**src/det_macros.svh**
```systemverilog
`ifndef DET_MACROS_SVH
`define DET_MACROS_SVH

// width of one matrix element
`define DET_ELEM_W 51

// cycles from multiply request to result
// matches the vendor multiplier pipeline
`define DET_MUL_LAT 11

// rows and columns of the matrix port
// only the upper left 2x2 or 3x3 corner is used
`define DET_DIM 4

// width of the size port
`define DET_SIZE_W 5

`endif

```
**src/det_pkg.sv**
```systemverilog
`include "det_macros.svh"

package det_pkg;

    // one matrix element
    typedef logic [`DET_ELEM_W-1:0] elem_t;

    // full width product of two elements
    typedef logic [2*`DET_ELEM_W-1:0] prod_t;

    // matrix port, indexed [row][col]
    typedef elem_t [`DET_DIM-1:0][`DET_DIM-1:0] matrix_t;

    // matrix size, 2 or 3 supported
    typedef logic [`DET_SIZE_W-1:0] size_t;

    // term number, 0 to 5
    typedef logic [2:0] term_idx_t;

    // tag carried through the multiplier with each product
    typedef struct packed {
        // product is a whole term, ready to accumulate
        logic      is_final;
        // last term of the run
        logic      is_last;
        // which term the product belongs to
        term_idx_t term;
    } mul_tag_t;

endpackage

```
**src/mul_if.sv**
```systemverilog
interface mul_if ();
    import det_pkg::*;

    // request side, one-cycle pulse, always accepted
    logic     req_valid;
    elem_t    req_a;
    elem_t    req_b;
    mul_tag_t req_tag;

    // result side, one-cycle pulse a fixed latency later
    logic     done;
    prod_t    product;
    mul_tag_t done_tag;

    // sequencer issues requests and chains partial products
    modport requester (
        output req_valid, req_a, req_b, req_tag,
        input  done, product, done_tag
    );

    // pipelined multiplier
    modport pipe (
        input  req_valid, req_a, req_b, req_tag,
        output done, product, done_tag
    );

    // accumulator only listens to results
    modport monitor (
        input done, product, done_tag
    );

endinterface

```
**src/det_accumulator.sv**
```systemverilog
module det_accumulator (
    input  logic           clk,
    input  logic           rst,
    input  logic           clear,
    input  logic           start_determinant,
    output det_pkg::elem_t first_matrix_sum,
    output logic           finished_determinant,
    mul_if.monitor         mul
);
    import det_pkg::*;

    // running xor of whole terms, full product width
    prod_t acc;
    // a whole term is on the result side
    logic  take;
    // sum including the term arriving now
    prod_t acc_next;

    assign take     = mul.done && mul.done_tag.is_final;
    assign acc_next = acc ^ mul.product;

    // running sum
    // zeroed by clear at the start of every run
    always_ff @(posedge clk) begin
        if (clear) begin
            acc <= '0;
        end else if (take) begin
            acc <= acc_next;
        end
    end

    // result register and finished flag
    always_ff @(posedge clk or posedge rst) begin
        if (rst) begin
            first_matrix_sum     <= '0;
            finished_determinant <= 1'b0;
        end else begin
            if (take && mul.done_tag.is_last) begin
                // last term, keep the low 51 bits
                first_matrix_sum     <= elem_t'(acc_next);
                finished_determinant <= 1'b1;
            end else if (clear || !start_determinant) begin
                // new run or start released
                finished_determinant <= 1'b0;
            end
        end
    end

endmodule

```
**src/det_multiplier.sv**
```systemverilog
`include "det_macros.svh"

module det_multiplier (
    input  logic clk,
    input  logic rst,
    mul_if.pipe  mul
);
    import det_pkg::*;

    // number of pipeline stages
    localparam int LAT = `DET_MUL_LAT;

    // stage registers, index 0 is the first stage
    prod_t    [LAT-1:0] prod_q;
    mul_tag_t [LAT-1:0] tag_q;
    logic     [LAT-1:0] valid_q;

    // valid and tag chain
    // cleared asynchronously like the vendor aclr input
    always_ff @(posedge clk or posedge rst) begin
        if (rst) begin
            valid_q <= '0;
            tag_q   <= '0;
        end else begin
            valid_q[0] <= mul.req_valid;
            tag_q[0]   <= mul.req_tag;
            for (int i = 1; i < LAT; i++) begin
                valid_q[i] <= valid_q[i-1];
                tag_q[i]   <= tag_q[i-1];
            end
        end
    end

    // product data path
    // full 102-bit product formed in the first stage
    always_ff @(posedge clk) begin
        prod_q[0] <= prod_t'(mul.req_a) * prod_t'(mul.req_b);
        for (int i = 1; i < LAT; i++) begin
            // remaining stages only carry the product along
            prod_q[i] <= prod_q[i-1];
        end
    end

    // last stage drives the result side
    // one item per stage so results leave in issue order
    assign mul.done     = valid_q[LAT-1];
    assign mul.product  = prod_q[LAT-1];
    assign mul.done_tag = tag_q[LAT-1];

endmodule

```
**src/det_sequencer.sv**
```systemverilog
module det_sequencer (
    input  logic             clk,
    input  logic             rst,
    input  det_pkg::matrix_t first_matrix,
    input  det_pkg::size_t   size,
    input  logic             start_determinant,
    output logic             clear,
    mul_if.requester         mul
);
    import det_pkg::*;

    typedef enum logic [1:0] {
        S_IDLE,
        S_ISSUE,
        S_WAIT
    } state_t;

    state_t    state;
    // term being issued as a first factor pair
    term_idx_t cnt;
    // size 3 run, otherwise size 2
    logic      sz3;
    // highest term number of the run
    term_idx_t last_term;

    // pair request occupies the request channel this cycle
    logic      pair_issue;
    // non-final product coming back from the multiplier
    logic      chain_in;
    // third factor request goes out this cycle
    logic      chain_go;
    // partial product and tag selected for chaining
    elem_t     chain_part;
    mul_tag_t  chain_tag;

    // one-deep hold for a partial that met a pair issue
    logic      hold_valid;
    elem_t     hold_part;
    mul_tag_t  hold_tag;

    // column indices of the current pair and of the chained term
    logic [5:0] pair_cols;
    logic [5:0] chain_cols;

    // constant term table
    // packed as {col of row 0, col of row 1, col of row 2}
    function automatic logic [5:0] term_cols(input term_idx_t t, input logic three);
        logic [5:0] cols;
        if (!three) begin
            // size 2 uses m00*m11 and m01*m10
            cols = (t == 3'd0) ? 6'b00_01_00 : 6'b01_00_00;
        end else begin
            case (t)
                3'd0:    cols = 6'b00_01_10;
                3'd1:    cols = 6'b01_10_00;
                3'd2:    cols = 6'b10_00_01;
                3'd3:    cols = 6'b10_01_00;
                3'd4:    cols = 6'b01_00_10;
                3'd5:    cols = 6'b00_10_01;
                default: cols = 6'b00_01_10;
            endcase
        end
        return cols;
    endfunction

    assign sz3        = (size == size_t'(3));
    assign last_term  = sz3 ? 3'd5 : 3'd1;
    assign pair_issue = (state == S_ISSUE);
    assign chain_in   = mul.done && !mul.done_tag.is_final;

    // held partial goes first, a fresh one passes straight through
    assign chain_part = hold_valid ? hold_part : elem_t'(mul.product);
    assign chain_tag  = hold_valid ? hold_tag : mul.done_tag;
    assign chain_go   = !pair_issue && (hold_valid || chain_in);

    assign pair_cols  = term_cols(cnt, sz3);
    assign chain_cols = term_cols(chain_tag.term, 1'b1);

    // request channel mux
    always_comb begin
        // default is the pair request of term cnt
        mul.req_valid = pair_issue;
        mul.req_a     = first_matrix[0][pair_cols[5:4]];
        mul.req_b     = first_matrix[1][pair_cols[3:2]];
        // size 2 pairs are whole terms already
        mul.req_tag   = '{is_final: !sz3,
                          is_last:  !sz3 && (cnt == last_term),
                          term:     cnt};
        if (chain_go) begin
            // truncated partial times the row 2 factor
            mul.req_valid = 1'b1;
            mul.req_a     = chain_part;
            mul.req_b     = first_matrix[2][chain_cols[1:0]];
            mul.req_tag   = '{is_final: 1'b1,
                              is_last:  chain_tag.term == last_term,
                              term:     chain_tag.term};
        end
    end

    // hold flag
    always_ff @(posedge clk or posedge rst) begin
        if (rst) begin
            hold_valid <= 1'b0;
        end else if (pair_issue && chain_in) begin
            // channel busy, park the partial
            hold_valid <= 1'b1;
        end else if (hold_valid && !pair_issue) begin
            // drained this cycle, refill if another partial arrived
            hold_valid <= chain_in;
        end
    end

    // hold payload
    always_ff @(posedge clk) begin
        if (chain_in && (pair_issue || hold_valid)) begin
            hold_part <= elem_t'(mul.product);
            hold_tag  <= mul.done_tag;
        end
    end

    // run control
    always_ff @(posedge clk or posedge rst) begin
        if (rst) begin
            state <= S_IDLE;
            cnt   <= '0;
            clear <= 1'b0;
        end else begin
            clear <= 1'b0;
            case (state)
                S_IDLE: begin
                    if (start_determinant) begin
                        // new run, wipe the accumulator
                        state <= S_ISSUE;
                        cnt   <= '0;
                        clear <= 1'b1;
                    end
                end
                S_ISSUE: begin
                    // one pair per cycle
                    cnt <= cnt + 3'd1;
                    if (cnt == last_term) begin
                        state <= S_WAIT;
                    end
                end
                S_WAIT: begin
                    // chaining runs on its own, leave once start drops
                    if (!start_determinant) begin
                        state <= S_IDLE;
                    end
                end
                default: state <= S_IDLE;
            endcase
        end
    end

endmodule

```
**src/det_top.sv**
```systemverilog
module det_top (
    input  logic             clk,
    input  logic             rst,
    input  det_pkg::matrix_t first_matrix,
    input  det_pkg::size_t   size,
    input  logic             start_determinant,
    output det_pkg::elem_t   first_matrix_sum,
    output logic             finished_determinant
);

    // accumulator clear pulse at the start of a run
    logic clear;

    // shared request and result channel
    mul_if mul_bus ();

    // issues factor pairs and chains partial products
    det_sequencer u_sequencer (
        .clk               (clk),
        .rst               (rst),
        .first_matrix      (first_matrix),
        .size              (size),
        .start_determinant (start_determinant),
        .clear             (clear),
        .mul               (mul_bus.requester)
    );

    // fixed latency pipelined multiplier
    det_multiplier u_multiplier (
        .clk (clk),
        .rst (rst),
        .mul (mul_bus.pipe)
    );

    // xor of whole terms, result and finished flag
    det_accumulator u_accumulator (
        .clk                  (clk),
        .rst                  (rst),
        .clear                (clear),
        .start_determinant    (start_determinant),
        .first_matrix_sum     (first_matrix_sum),
        .finished_determinant (finished_determinant),
        .mul                  (mul_bus.monitor)
    );

endmodule

```
**config.mk**
```make
export PLATFORM = sky130hd
export DESIGN_NAME = det_top
export DESIGN_NICKNAME = d
export VERILOG_FILES = /design/src/det_pkg.sv /design/src/mul_if.sv /design/src/det_accumulator.sv /design/src/det_multiplier.sv /design/src/det_sequencer.sv /design/src/det_top.sv
export VERILOG_INCLUDE_DIRS = /design/src /design/src/src
export SDC_FILE = /design/constraint.sdc
export NUM_CORES = 2
export LEC_CHECK = 0
export CAP_MARGIN = 15
export CORE_MARGIN = 3
export CORE_UTILIZATION = 51
export DETAILED_ROUTE_END_ITERATION = 10
export DONT_BUFFER_PORTS = 1
export PLACE_DENSITY = 0.71
export SLEW_MARGIN = 10
export SYNTH_ARGS = -nofsm -noshare
export SYNTH_HDL_FRONTEND = slang
export SYNTH_SLANG_ARGS = --single-unit
```
**constraint.sdc**
```tcl
create_clock -name clk -period 14.4 [get_ports clk]
set_input_delay 1.44 -clock clk [delete_from_list [all_inputs] [get_ports clk]]
set_output_delay 1.44 -clock clk [all_outputs]
set_load 0.005 [all_outputs]
```
==> results.ini <==
[layout]
drive_above_1_share_pct = 6.422
area_growth_pct = 7.085
finalInstanceArea_mm2 = 0.06922
layout.cells.most_common = inv_1
ff_latch_area_mm2 = 0.01701
layout.cells.most_common_list = inv_1, fa_1, nor2_1, nand2_1, dfxtp_1
layout.nets = 8614
nFillCells = 10930
multi_input_area_mm2 = 0.04213

[grt]
antenna_found_initial = 75
grt_pass1_vias = 48419
grt_usage_pct = 36.77
grt_max_degree = 104
grt-ovfl-total = 0
grt_first_pass_wirelength_um = 341100

[setup_path]
cp-start-kind = primary input
crit_top_cell = fa_1
end_kind = flop
worstPathMaxFanout = 20
cp.arrival_ns = 13.65
rrSetupSlack_ns = 1.77
critPathSlowestCell = nand4bb_1
crit_type = in2reg
slowest_delay_ns = 0.98
cp.required_ns = 14.92

[route]
finalWirelength_um = 242900
vias = 47495
drtIter0Drc = 4976
routed_via_density = 5.802
ant_nets = 0
drc = 0
firstDrtPassIters = 8
wl_per_cell_um = 29.67

[synthesis]
ys_top_cells_by_area = fa_1, dfxtp_1, inv_1, dfrtp_1, nor2_1
synth_area_mm2 = 0.06464
yosysTopAreaCell = fa_1
synth_nets = 8721
synthMuxAreaShare_pct = 3.633
yosys.area_share.simple_pct = 12.30
yosysWarnings = 0
synthArstFlopShare_pct = 15.80
synthAdderAreaFrac_pct = 39.50
syn_area_per_cell_um2 = 9.891
synth.top_cell.area_share_pct = 35.03
synth_edf_count = 54
ys.flop_type = dfxtp_1
ys_ff_latch = 791
synth_top_family_by_area = adder cells
yosys.area_share.xor_xnor_pct = 3.384
synth.distinct_cells = 97
synth-seq-area-share_pct = 26.30
synthCells = 6535
synth_compound_area_share_pct = 5.664

[cts]
clock-sinks = 791
clk_latency_ns = 0.64
cts_buffers = 58
cts_buffer_depth = 3
cts_tree = yes
cts_root_buf = clkbuf_16
cts_hold_buf = 0
postCtsSetupRepairBufs = 0
cts_resized = 0
h-tree-depth = 2
clk_pin_slew_ns = 0.07

[timing]
period_share_pct = 91.18
timing.setup.tns_ns = 0
fin_hold_ws_ns = 0.3083
rsz0062_at_grt = no
fin_crit_ns = 13.13
slew_headroom_pct = 3.211
slew_viol_final = 0
fmax_mhz = 76.16
worst_pin_slew_ns = 1.452
finClkSkew_ns = 0.03825
setup_viol = 0
hold_viol_final = 0

[floorplanning]
initial_utilization_pct = 51.81
io_pins = 876
fp.dieW_um = 362.0
fp.coreArea_mm2 = 0.1248
std_cell_rows = 129
dieArea_mm2 = 0.1310
fp.dieH_um = 362.0

[job]
drv_cap = 0

[hold_path]
worst_hold_path_type = reg2reg

[placed_design]
portBuffers = 0
gp_congestion = 1.043
post-dp-hpwl_um = 198000
place_area_mm2 = 0.06690

[outcome]
status = completed

-- cells in the mapped netlist (55+ instances only) --
cell	n
a211oi_1	55
nand2b_1	80
dfxtp_1	612
nand3_1	88
a21oi_1	70
o21ai_0	127
nor2_1	817
inv_1	1158
clkbuf_1	231
ha_1	231
nand2_1	722
nor2b_1	64
xnor2_1	152
xor2_1	81
mux2i_1	213
fa_1	1131
dfrtp_1	125
-- cell families after synthesis --
family / Yosys count
buf+inv: 1499
xor+xnor: 240
mux: 229
flops: 791
simple gates: 1894
compound gates: 520
fa+ha+maj: 1362
-- worst max-delay path: cells and delay by family --
kind                     cells  cell delay (ns)
buffers and inverters        6             0.69
XOR/XNOR                     1             0.17
AO/OA/AOI/OAI               12             4.43
adder cells (fa/ha/maj)     10             4.95
AND/OR/NAND/NOR              4             1.30
multiplexers                 1             0.61
-- layout make-up --
cell class / instances / area share (%)
diodes: 71 / 0.2567
inverters: 1159 / 6.292
well taps: 1637 / 2.959
clock buffers: 87 / 2.569
multi-input cells: 4245 / 60.86
repair buffers: 173 / 1.959
flip-flops and latches: 791 / 24.57
clock inverters: 23 / 0.5296
-- flip-flops by register name (all words and copies together) (netlist names) --
name and cells:
u_multiplier.prod_q 510, u_accumulator.acc 51, u_accumulator.first_matrix_sum 51, u_multiplier.mul.product 51
u_sequencer.hold_part 51, u_multiplier.tag_q 50, u_multiplier.valid_q 11, u_multiplier.mul.done_tag 5
u_sequencer.cnt 3, u_sequencer.hold_tag 3, u_sequencer.state 2, u_accumulator.finished_determinant 1
u_sequencer.clear 1, u_sequencer.hold_valid 1
-- layer usage --
metal | up-vias | GRT usage, % | routed length (um)
met5 | - | 0 | 137
met4 | 24 | 26.74 | 20540
met3 | 771 | 12.16 | 29600
met2 | 3163 | 54.28 | 105500
met1 | 23901 | 45.27 | 87070
li1 | 19636 | - | -
-- worst paths after layout --
kind	cells after the start	startpoint	endpoint
min in group asynchronous	1	rst	u_accumulator.first_matrix_sum[7]
max in group asynchronous	2	rst	u_sequencer.hold_valid
setup reg to reg	35	u_sequencer.cnt[2]	u_multiplier.prod_q[49]
hold reg to reg	0	u_multiplier.prod_q[856]	u_multiplier.prod_q[958]
setup / recovery	34	size[2]	u_multiplier.prod_q[49]
hold / removal	0	u_multiplier.prod_q[856]	u_multiplier.prod_q[958]
-- metrics by stage --
step	instances	util, %	worst slack (ns)
floorplan	6535	-	3.081
global placement	8004	53.60	1.180
detailed placement	8005	53.62	1.139
CTS	8115	55.34	1.753
global route	8159	55.42	0.8771
finish	8186	55.48	1.270
Power is not shown: default switching activity piles up to over one toggle a cycle in this logic, so the estimate is an artifact.
